**src/trace_pkg.sv**
```systemverilog
/* Shared widths and configuration register map
   for the pipeline trace unit */

`default_nettype none

package trace_pkg;

    ////////////////////
    // Data widths
    ////////////////////

    localparam int XLEN    = 32; // PC, instruction, result, address, data
    localparam int STALL_W = 4;  // Per-instruction decode stall counter
    localparam int RD_W    = 5;  // Destination register index

    ////////////////////
    // Config register map
    ////////////////////

    localparam int CFG_ADDR_W = 2;

    // Bit 0 of CFG_CTRL is trace enable
    localparam logic [CFG_ADDR_W-1:0] CFG_CTRL  = 2'd0;
    localparam logic [CFG_ADDR_W-1:0] CFG_PC_LO = 2'd1; // Window low bound, inclusive
    localparam logic [CFG_ADDR_W-1:0] CFG_PC_HI = 2'd2; // Window high bound, inclusive
    // Address 3 is unused, writes dropped

endpackage

`default_nettype wire
```
**src/pipeline_trace_top.sv**
```systemverilog
/* Trace unit top level wiring tracker, record store,
   configuration registers and retire reporter */

`timescale 1ns/1ps
`default_nettype none

module pipeline_trace_top #(
    parameter int ID_W = 4
) (
    input  wire logic                               clk,
    input  wire logic                               rst_n,
    // CPU pipeline taps
    input  wire logic                               stall,
    input  wire logic [trace_pkg::XLEN-1:0]         fetch_pc,
    input  wire logic [trace_pkg::XLEN-1:0]         decode_instr,
    input  wire logic [trace_pkg::XLEN-1:0]         exec_result,
    input  wire logic [trace_pkg::XLEN-1:0]         mem_addr,
    input  wire logic [trace_pkg::XLEN-1:0]         wb_data,
    input  wire logic [trace_pkg::RD_W-1:0]         wb_rd,
    // Configuration write port
    input  wire logic                               cfg_wr,
    input  wire logic [trace_pkg::CFG_ADDR_W-1:0]   cfg_addr,
    input  wire logic [trace_pkg::XLEN-1:0]         cfg_wdata,
    // Retire reports
    output logic                                    report_valid,
    output logic      [ID_W-1:0]                    report_tag,
    output logic      [trace_pkg::XLEN-1:0]         report_pc,
    output logic      [trace_pkg::XLEN-1:0]         report_instr,
    output logic      [trace_pkg::XLEN-1:0]         report_result,
    output logic      [trace_pkg::XLEN-1:0]         report_addr,
    output logic      [trace_pkg::XLEN-1:0]         report_data,
    output logic      [trace_pkg::RD_W-1:0]         report_rd,
    output logic      [trace_pkg::STALL_W-1:0]      report_stalls,
    output logic      [trace_pkg::XLEN-1:0]         report_cycle,
    output logic      [trace_pkg::XLEN-1:0]         retired_count
);

    // Tracker to store and reporter
    logic            fetch_valid, decode_valid, exec_valid, mem_valid, wb_valid;
    logic [ID_W-1:0] fetch_tag, decode_tag, exec_tag, mem_tag, wb_tag;

    // Store to reporter
    logic [trace_pkg::XLEN-1:0]    rec_pc, rec_instr, rec_result, rec_addr;
    logic [trace_pkg::STALL_W-1:0] rec_stalls;

    // Config to reporter
    logic                       trace_en;
    logic [trace_pkg::XLEN-1:0] pc_lo, pc_hi;

    stage_tag_tracker #(.ID_W(ID_W)) stage_tag_tracker_i (
        .clk, .rst_n, .stall,
        .fetch_valid, .decode_valid, .exec_valid, .mem_valid, .wb_valid,
        .fetch_tag, .decode_tag, .exec_tag, .mem_tag, .wb_tag
    );

    trace_record_store #(.ID_W(ID_W)) trace_record_store_i (
        .clk, .rst_n, .stall,
        .fetch_valid, .decode_valid, .exec_valid, .mem_valid, .wb_valid,
        .fetch_tag, .decode_tag, .exec_tag, .mem_tag, .wb_tag,
        .fetch_pc, .decode_instr, .exec_result, .mem_addr,
        .rec_pc, .rec_instr, .rec_result, .rec_addr, .rec_stalls
    );

    trace_config_regs trace_config_regs_i (
        .clk, .rst_n, .cfg_wr, .cfg_addr, .cfg_wdata,
        .trace_en, .pc_lo, .pc_hi
    );

    retire_reporter #(.ID_W(ID_W)) retire_reporter_i (
        .clk, .rst_n, .wb_valid, .wb_tag,
        .rec_pc, .rec_instr, .rec_result, .rec_addr, .rec_stalls,
        .wb_data, .wb_rd, .trace_en, .pc_lo, .pc_hi,
        .report_valid, .report_tag, .report_pc, .report_instr, .report_result,
        .report_addr, .report_data, .report_rd, .report_stalls, .report_cycle,
        .retired_count
    );

endmodule

`default_nettype wire

```
**src/retire_reporter.sv**
```systemverilog
/* Retire report generator with enable and PC window filter,
   free-running cycle counter and retire counter */

`timescale 1ns/1ps
`default_nettype none

module retire_reporter #(
    parameter int ID_W = 4
) (
    input  wire logic                               clk,
    input  wire logic                               rst_n,
    input  wire logic                               wb_valid,
    input  wire logic [ID_W-1:0]                    wb_tag,
    // Record of the retiring instruction
    input  wire logic [trace_pkg::XLEN-1:0]         rec_pc,
    input  wire logic [trace_pkg::XLEN-1:0]         rec_instr,
    input  wire logic [trace_pkg::XLEN-1:0]         rec_result,
    input  wire logic [trace_pkg::XLEN-1:0]         rec_addr,
    input  wire logic [trace_pkg::STALL_W-1:0]      rec_stalls,
    // Write-back data straight from the CPU
    input  wire logic [trace_pkg::XLEN-1:0]         wb_data,
    input  wire logic [trace_pkg::RD_W-1:0]         wb_rd,
    // Filter settings
    input  wire logic                               trace_en,
    input  wire logic [trace_pkg::XLEN-1:0]         pc_lo,
    input  wire logic [trace_pkg::XLEN-1:0]         pc_hi,
    // Report strobe and fields
    output logic                                    report_valid,
    output logic      [ID_W-1:0]                    report_tag,
    output logic      [trace_pkg::XLEN-1:0]         report_pc,
    output logic      [trace_pkg::XLEN-1:0]         report_instr,
    output logic      [trace_pkg::XLEN-1:0]         report_result,
    output logic      [trace_pkg::XLEN-1:0]         report_addr,
    output logic      [trace_pkg::XLEN-1:0]         report_data,
    output logic      [trace_pkg::RD_W-1:0]         report_rd,
    output logic      [trace_pkg::STALL_W-1:0]      report_stalls,
    output logic      [trace_pkg::XLEN-1:0]         report_cycle,
    output logic      [trace_pkg::XLEN-1:0]         retired_count
);

    logic [trace_pkg::XLEN-1:0] cycle_cnt; // Zero in the first cycle after reset
    logic                       in_window;
    logic                       report_hit;

    // Inclusive PC window
    assign in_window  = (rec_pc >= pc_lo) && (rec_pc <= pc_hi);
    assign report_hit = wb_valid && trace_en && in_window;

    ////////////////////
    // Counters
    ////////////////////

    always_ff @(posedge clk) begin
        if (!rst_n) begin
            cycle_cnt     <= '0;
            retired_count <= '0;
            report_valid  <= 1'b0;
        end else begin
            cycle_cnt    <= cycle_cnt + 1'b1;
            report_valid <= report_hit;             // Strobe one cycle after write-back
            if (wb_valid) begin
                retired_count <= retired_count + 1'b1; // Counts filtered retirements too
            end
        end
    end

    ////////////////////
    // Report fields
    ////////////////////

    // Fields only change when a report goes out
    always_ff @(posedge clk) begin
        if (report_hit) begin
            report_tag    <= wb_tag;
            report_pc     <= rec_pc;
            report_instr  <= rec_instr;
            report_result <= rec_result;
            report_addr   <= rec_addr;
            report_data   <= wb_data;   // Sampled in the write-back cycle
            report_rd     <= wb_rd;
            report_stalls <= rec_stalls;
            report_cycle  <= cycle_cnt; // Write-back cycle number
        end
    end

endmodule

`default_nettype wire

```
**src/trace_config_regs.sv**
```systemverilog
/* Strobe-written configuration registers for
   trace enable and the PC window bounds */

`timescale 1ns/1ps
`default_nettype none

module trace_config_regs (
    input  wire logic                               clk,
    input  wire logic                               rst_n,
    input  wire logic                               cfg_wr,    // One-cycle write strobe
    input  wire logic [trace_pkg::CFG_ADDR_W-1:0]   cfg_addr,
    input  wire logic [trace_pkg::XLEN-1:0]         cfg_wdata,
    output logic                                    trace_en,
    output logic      [trace_pkg::XLEN-1:0]         pc_lo,     // Inclusive low bound
    output logic      [trace_pkg::XLEN-1:0]         pc_hi      // Inclusive high bound
);

    ////////////////////
    // Register writes
    ////////////////////

    // Reset opens the full window with tracing off
    always_ff @(posedge clk) begin
        if (!rst_n) begin
            trace_en <= 1'b0;
            pc_lo    <= '0;
            pc_hi    <= '1;
        end else if (cfg_wr) begin
            case (cfg_addr)
                trace_pkg::CFG_CTRL: begin
                    trace_en <= cfg_wdata[0]; // Upper bits reserved
                end
                trace_pkg::CFG_PC_LO: begin
                    pc_lo <= cfg_wdata;
                end
                trace_pkg::CFG_PC_HI: begin
                    pc_hi <= cfg_wdata;
                end
                default: begin
                    // Unmapped address, write dropped
                end
            endcase
        end
    end

    // New values are visible the cycle after the strobe

endmodule

`default_nettype wire

```
**src/trace_record_store.sv**
```systemverilog
/* Per-tag trace record memory with stage field capture,
   saturating decode stall count and write-back read port */

`timescale 1ns/1ps
`default_nettype none

module trace_record_store #(
    parameter int ID_W = 4
) (
    input  wire logic                               clk,
    input  wire logic                               rst_n,
    input  wire logic                               stall,
    // Stage valids and tags from the tracker
    input  wire logic                               fetch_valid,
    input  wire logic                               decode_valid,
    input  wire logic                               exec_valid,
    input  wire logic                               mem_valid,
    input  wire logic                               wb_valid,
    input  wire logic [ID_W-1:0]                    fetch_tag,
    input  wire logic [ID_W-1:0]                    decode_tag,
    input  wire logic [ID_W-1:0]                    exec_tag,
    input  wire logic [ID_W-1:0]                    mem_tag,
    input  wire logic [ID_W-1:0]                    wb_tag,
    // Stage data from the CPU
    input  wire logic [trace_pkg::XLEN-1:0]         fetch_pc,
    input  wire logic [trace_pkg::XLEN-1:0]         decode_instr,
    input  wire logic [trace_pkg::XLEN-1:0]         exec_result,
    input  wire logic [trace_pkg::XLEN-1:0]         mem_addr,
    // Record of the retiring tag
    output logic      [trace_pkg::XLEN-1:0]         rec_pc,
    output logic      [trace_pkg::XLEN-1:0]         rec_instr,
    output logic      [trace_pkg::XLEN-1:0]         rec_result,
    output logic      [trace_pkg::XLEN-1:0]         rec_addr,
    output logic      [trace_pkg::STALL_W-1:0]      rec_stalls
);

    localparam int DEPTH = 2**ID_W; // One record per tag value

    // Record fields, one array per capturing stage
    logic [trace_pkg::XLEN-1:0]    pc_mem     [DEPTH];
    logic [trace_pkg::XLEN-1:0]    instr_mem  [DEPTH];
    logic [trace_pkg::XLEN-1:0]    result_mem [DEPTH];
    logic [trace_pkg::XLEN-1:0]    addr_mem   [DEPTH];
    logic [trace_pkg::STALL_W-1:0] stalls_mem [DEPTH];

    logic [trace_pkg::STALL_W-1:0] dec_stalls;     // Count so far for the decode instruction
    logic [trace_pkg::STALL_W-1:0] dec_stalls_nxt; // Count including this cycle

    ////////////////////
    // Decode stall count
    ////////////////////

    // Saturates at all ones
    always_comb begin
        dec_stalls_nxt = dec_stalls;
        if (stall && dec_stalls != {trace_pkg::STALL_W{1'b1}}) begin
            dec_stalls_nxt = dec_stalls + 1'b1;
        end
    end

    always_ff @(posedge clk) begin
        if (!rst_n) begin
            dec_stalls <= '0;
        end else if (!stall) begin
            dec_stalls <= '0;             // Next instruction enters decode fresh
        end else if (decode_valid) begin
            dec_stalls <= dec_stalls_nxt; // Held in decode, one more cycle
        end
    end

    ////////////////////
    // Field capture
    ////////////////////

    // Held stages rewrite their field, so the last held cycle wins
    always_ff @(posedge clk) begin
        if (fetch_valid) begin
            pc_mem[fetch_tag] <= fetch_pc;
        end
        if (decode_valid) begin
            instr_mem[decode_tag]  <= decode_instr;
            stalls_mem[decode_tag] <= dec_stalls_nxt;
        end
        if (exec_valid) begin
            result_mem[exec_tag] <= exec_result;
        end
        if (mem_valid) begin
            addr_mem[mem_tag] <= mem_addr;
        end
    end

    ////////////////////
    // Write-back read
    ////////////////////

    // Idle outputs read as zero
    assign rec_pc     = wb_valid ? pc_mem[wb_tag]     : '0;
    assign rec_instr  = wb_valid ? instr_mem[wb_tag]  : '0;
    assign rec_result = wb_valid ? result_mem[wb_tag] : '0;
    assign rec_addr   = wb_valid ? addr_mem[wb_tag]   : '0;
    assign rec_stalls = wb_valid ? stalls_mem[wb_tag] : '0;

endmodule

`default_nettype wire

```
**src/stage_tag_tracker.sv**
```systemverilog
/* Sequence tag generator and five-stage tag and valid
   pipeline with stall hold and execute bubble */

`timescale 1ns/1ps
`default_nettype none

module stage_tag_tracker #(
    parameter int ID_W = 4
) (
    input  wire logic            clk,
    input  wire logic            rst_n,
    input  wire logic            stall,        // CPU holds fetch and decode
    output logic                 fetch_valid,
    output logic                 decode_valid,
    output logic                 exec_valid,
    output logic                 mem_valid,
    output logic                 wb_valid,
    output logic [ID_W-1:0]      fetch_tag,
    output logic [ID_W-1:0]      decode_tag,
    output logic [ID_W-1:0]      exec_tag,
    output logic [ID_W-1:0]      mem_tag,
    output logic [ID_W-1:0]      wb_tag
);

    logic [ID_W-1:0] next_tag; // Tag handed to the next fetched instruction

    ////////////////////
    // Front stages
    ////////////////////

    // Fetch and decode advance only without stall
    always_ff @(posedge clk) begin
        if (!rst_n) begin
            next_tag     <= '0;
            fetch_valid  <= 1'b0;
            fetch_tag    <= '0;
            decode_valid <= 1'b0;
            decode_tag   <= '0;
        end else if (!stall) begin
            fetch_valid  <= 1'b1;              // Fetch runs continuously
            fetch_tag    <= next_tag;
            next_tag     <= next_tag + 1'b1;   // Wraps at 2**ID_W
            decode_valid <= fetch_valid;
            decode_tag   <= fetch_tag;
        end
        // Stall: both front stages keep tag and valid
    end

    ////////////////////
    // Back stages
    ////////////////////

    // Execute, memory and write-back shift every cycle
    always_ff @(posedge clk) begin
        if (!rst_n) begin
            exec_valid <= 1'b0;
            exec_tag   <= '0;
            mem_valid  <= 1'b0;
            mem_tag    <= '0;
            wb_valid   <= 1'b0;
            wb_tag     <= '0;
        end else begin
            exec_valid <= decode_valid & ~stall; // Bubble while decode is held
            exec_tag   <= decode_tag;            // Tag is don't-care under a bubble
            mem_valid  <= exec_valid;
            mem_tag    <= exec_tag;
            wb_valid   <= mem_valid;
            wb_tag     <= mem_tag;
        end
    end

    // At most five tags are live, so ID_W >= 3 never aliases a live record

endmodule

`default_nettype wire

```
**config.mk**
```make
export PLATFORM = sky130hd
export DESIGN_NAME = pipeline_trace_top
export DESIGN_NICKNAME = d
export VERILOG_FILES = /design/src/trace_pkg.sv /design/src/pipeline_trace_top.sv /design/src/retire_reporter.sv /design/src/trace_config_regs.sv /design/src/trace_record_store.sv /design/src/stage_tag_tracker.sv
export SDC_FILE = /design/constraint.sdc
export NUM_CORES = 2
export LEC_CHECK = 0
export BUFFER_PORTS_ARGS = -buffer_cell sky130_fd_sc_hd__clkbuf_2
export CAP_MARGIN = 20
export CORE_ASPECT_RATIO = 1.25
export CORE_MARGIN = 2
export CORE_UTILIZATION = 55
export CTS_CLUSTER_SIZE = 25
export DETAILED_ROUTE_END_ITERATION = 8
export PLACE_DENSITY = 0.8
export SLEW_MARGIN = 40
export SYNTH_ARGS = -nofsm -noshare
export SYNTH_HDL_FRONTEND = slang
export SYNTH_HIERARCHICAL = 1
export SYNTH_SLANG_ARGS = --single-unit
```
**constraint.sdc**
```tcl
create_clock -name clk -period 19.5 [get_ports clk]
set_input_delay 4.875 -clock clk [delete_from_list [all_inputs] [get_ports clk]]
set_output_delay 4.875 -clock clk [all_outputs]
set_load 0.05 [all_outputs]
```
==> metrics.json <==
{
  "dp.final_hpwl": {"value": 114000, "unit": "um"},
  "synth_top_area_cell": {"value": "sky130_fd_sc_hd__edfxtp_1"},
  "initial_antenna_violation_count": {"value": 28},
  "rsz_0062_raised_after_global_routing": {"value": "no"},
  "worst_case_headroom_to_the_max_slew_limit": {"value": 38.2, "unit": "%"},
  "ir_worst_vdd": {"value": 117, "unit": "uV"},
  "die-width": {"value": 379, "unit": "um"},
  "cts_tree": {"value": "done"},
  "power.switching": {"value": 0.00205, "unit": "W"},
  "clkTransAtPathRegs": {"value": 70, "unit": "ps"},
  "final_layout_size_suffix_gt1_share": {"value": 16.3, "unit": "%"},
  "synthesis_to_finish_area_growth": {"value": 12.7, "unit": "%"},
  "power.internal": {"value": 0.00829, "unit": "W"},
  "route.vias.total": {"value": 52300},
  "setup-violations-final": {"value": 0},
  "clock_tree_sinks": {"value": 2480},
  "cellPowerDensity": {"value": 95.0, "unit": "nW/um^2"},
  "global_route.usage.total": {"value": 24.5, "unit": "%"},
  "tightestPinTransition": {"value": 927, "unit": "ps"},
  "share_of_total_power_in_combinational_logic": {"value": 1.5, "unit": "%"},
  "port_buffers": {"value": 440},
  "layout_commonest_cell": {"value": "sky130_fd_sc_hd__edfxtp_1"},
  "clock_tree.buffer_depth": {"value": 3},
  "p_seq_share": {"value": 56.4, "unit": "%"},
  "cts.repair_timing.setup_buffer_count": {"value": 0},
  "fmax": {"value": 0.139, "unit": "GHz"},
  "final_max_slew_viol_count": {"value": 0},
  "first_iter_violations": {"value": 5107},
  "route.antenna.remaining_nets": {"value": 0},
  "series_of_cell_instances_along_the_critical_path": {"value": "nor2b_4, buf_4, buf_6, a22oi_1, nand2_1, o21ai_1, ha_1, nand4_1, or3_1, o32ai_1, o41a_1, nor3_1, nor2_4, buf_4, buf_6"},
  "grt_first_pass_wirelength": {"value": 326000, "unit": "um"},
  "clock_tree.root_cell": {"value": "sky130_fd_sc_hd__clkbuf_16"},
  "timing_worst_setup_path_type": {"value": "flop to flop"},
  "max_stage_delay": {"value": 810, "unit": "ps"},
  "postSynthAreaPerCell": {"value": 17.3, "unit": "sq um"},
  "critical_path_peak_fanout": {"value": 69},
  "post_cts_hold_buffer_count": {"value": 0},
  "syn-num-nets": {"value": 5851},
  "gpl.final_weighted_congestion": {"value": 0.835},
  "ys_async_rst_share": {"value": 0, "unit": "%"},
  "design.portCount": {"value": 441},
  "post-route-period-util": {"value": 37.0, "unit": "%"},
  "hold_path_class": {"value": "flop to flop"},
  "worst-path-buf-inv": {"value": 4},
  "clockPowerShare": {"value": 42.0, "unit": "%"},
  "startpoint_type": {"value": "flop"},
  "max-cap-violations": {"value": 0},
  "floorplan.initialDensity": {"value": 55.2, "unit": "%"},
  "fin_skew": {"value": 45.1, "unit": "ps"},
  "post_detailed_route_wirelength_per_cell": {"value": 26.1, "unit": "um"},
  "worstSetupEndpointType": {"value": "flop"},
  "tritoncts.num_buffers": {"value": 220},
  "clock_network_latency_to_the_later_pin_of_the_worst_skew_pair": {"value": 890, "unit": "ps"},
  "detailedRoute.firstPassIterationCount": {"value": 6},
  "status": {"value": "finished clean"},
  "final_cell_mix": {"value": "sky130_fd_sc_hd__edfxtp_1 (2317), sky130_fd_sc_hd__mux2i_1 (1074), sky130_fd_sc_hd__a22oi_1 (500)"},
  "synth.lib_cells_used.distinct": {"value": 63},
  "yosysWarnings": {"value": 6},
  "placeableCoreArea": {"value": 175000, "unit": "sq um"},
  "fin_setup_tns": {"value": 0, "unit": "ps"},
  "synthesis.instances": {"value": 5580},
  "power.leakage": {"value": 35.3, "unit": "nW"},
  "worst_ep_required": {"value": 19990, "unit": "ps"},
  "synth-main-ff-cell": {"value": "sky130_fd_sc_hd__edfxtp_1"},
  "design.final.nets": {"value": 6309},
  "final.fill_count": {"value": 12100},
  "grt_max_degree": {"value": 117},
  "cts_resized": {"value": 0},
  "routed_via_density": {"value": 6.10},
  "netlist.area_leader.share": {"value": 72.0, "unit": "%"},
  "final_core_utilization": {"value": 62.1, "unit": "%"},
  "final_hold_violations": {"value": 0},
  "h-tree-depth": {"value": 4},
  "fin_crit": {"value": 7210, "unit": "ps"},
  "seq_area_frac_synth": {"value": 75.4, "unit": "%"},
  "first_global_vias": {"value": 52200},
  "chipHeight": {"value": 473, "unit": "um"},
  "dieArea": {"value": 179000, "unit": "sq um"},
  "fp-row-count": {"value": 172},
  "yosys-top-cells-area": {"value": "sky130_fd_sc_hd__edfxtp_1 (72%), sky130_fd_sc_hd__mux2i_1 (11%), sky130_fd_sc_hd__a22oi_1 (3.9%)"},
  "mappedNetlistArea": {"value": 96600, "unit": "sq um"},
  "crit_slowest_cell": {"value": "sky130_fd_sc_hd__dfxtp_2"},
  "critPathArrivalTime": {"value": 7690, "unit": "ps"},
  "critical-path-top-delay-family": {"value": "buffers and inverters"},
  "synth_edf_count": {"value": 2317},
  "grt_overflow": {"value": 0},
  "switching_share": {"value": 19.8, "unit": "%"},
  "route.detailed.drc": {"value": 0},
  "synth-seq-cells": {"value": 2480},
  "drt-total-wl": {"value": 224000, "unit": "um"}
}
==> power groups by stage <==
stage          clock [W]  combinational (W)  sequential (W)
2_1_floorplan          0          0.0000694         0.00595
3_3_place_gp           0           0.000149         0.00595
3_5_place_dp           0           0.000159         0.00595
4_1_cts          0.00441           0.000160         0.00583
5_1_grt          0.00462           0.000177         0.00583
6_report         0.00435           0.000160         0.00583
==> registers in the layout, indices dropped and copies added (netlist names), 5 cells and up <==
signal                           count
trace_record_store_i/stalls_mem     64
retire_reporter_i/report_pc         32
retire_reporter_i/report_data       32
trace_record_store_i/addr_mem      512
trace_record_store_i/result_mem    512
trace_config_regs_i/pc_hi           32
trace_config_regs_i/pc_lo           32
retire_reporter_i/report_rd          5
retire_reporter_i/cycle_cnt         32
retire_reporter_i/report_result     32
retire_reporter_i/report_addr       32
retire_reporter_i/report_instr      32
trace_record_store_i/pc_mem        512
retire_reporter_i/report_cycle      32
trace_record_store_i/instr_mem     512
retire_reporter_i/retired_count     32
==> final timing paths <==
path                                                    from                                      endpoint  slack (ps)  cells past startpoint
setup / recovery    stage_tag_tracker_i/wb_tag[2]$_SDFF_PN0_    retire_reporter_i/report_addr[2]$_DFFE_PP_       12290                     15
hold / removal    retire_reporter_i/cycle_cnt[31]$_SDFF_PN0_  retire_reporter_i/report_cycle[31]$_DFFE_PP_         460                      0
setup reg to reg    stage_tag_tracker_i/wb_tag[2]$_SDFF_PN0_    retire_reporter_i/report_addr[2]$_DFFE_PP_       12290                     15
hold reg to reg   retire_reporter_i/cycle_cnt[31]$_SDFF_PN0_  retire_reporter_i/report_cycle[31]$_DFFE_PP_         460                      0
==> synth_stat cells (all sizes together) (2+ instances only) <==
library cell  instances
nor3b                 4
clkbuf              115
a21oi                29
nor2                 57
o21ai                49
and3b                 2
nor3                 25
a211oi                2
nor2b                17
a22oi               500
or3                  13
nor4                 10
xnor2                42
and2                 68
o21a                  2
nand2b               15
nand3b                6
dfxtp               163
and3                  9
o22ai               118
xor2                 12
mux2i              1074
or3b                  3
edfxtp             2317
nand4                29
buf                 197
nand4b               33
a21boi               13
a2111oi               2
inv                 104
nand2               362
nand3                38
a21o                  5
mux4                 14
o211ai               33
and4                 10
a221oi               15
ha                   68
==> cell families (layout without fill, tap and decap cells) <==
| group | Yosys count | after routing | synth area share [%] |
|---|---|---|---|
| buf+inv | 416 | 1058 | 2.30 |
| mux | 1089 | 1089 | 11.5 |
| simple gates | 701 | 701 | 3.65 |
| xor+xnor | 54 | 54 | 0.490 |
| other cells | 0 | 9 | 0 |
| flops | 2480 | 2480 | 75.4 |
| compound gates | 772 | 772 | 5.83 |
| fa+ha+maj | 68 | 68 | 0.881 |
==> metal layers <==
| metal | global-route usage (%) | up-vias | wire length (um) |
|---|---|---|---|
| met5 | 0 | - | 183 |
| met4 | 7.53 | 30 | 5560 |
| met3 | 4.83 | 422 | 19700 |
| met2 | 41.1 | 2542 | 111000 |
| met1 | 32.5 | 26500 | 87200 |
| li1 | - | 22800 | - |
==> through the flow <==
step / setup slack, ps / power (W) / hold slack, ps / instance area [sq um] / instances
2_1_floorplan: 7600 / 0.00602 / 403 / 96600 / 5580
3_3_place_gp: 12130 / 0.00609 / 436 / 101000 / 8156
3_5_place_dp: 12100 / 0.00611 / 446 / 102000 / 8164
4_1_cts: 12060 / 0.0104 / 462 / 109000 / 8570
5_1_grt: 12020 / 0.0106 / 478 / 109000 / 8578
6_report: 12290 / 0.0103 / 459 / 109000 / 8580
==> final cells by class <==
cell class / instances / area (sq um) / area share [%]
Antenna cell: 9 / 22.5 / 0.0207
Inverter: 104 / 390 / 0.359
Tap cell: 2349 / 2940 / 2.70
Clock inverter: 145 / 1580 / 1.45
Timing Repair Buffer: 548 / 3310 / 3.04
Multi-Input combinational cell: 2684 / 22100 / 20.3
Clock buffer: 261 / 5720 / 5.26
Sequential cell: 2480 / 72800 / 66.9
Power figures use the tool's default switching activity.
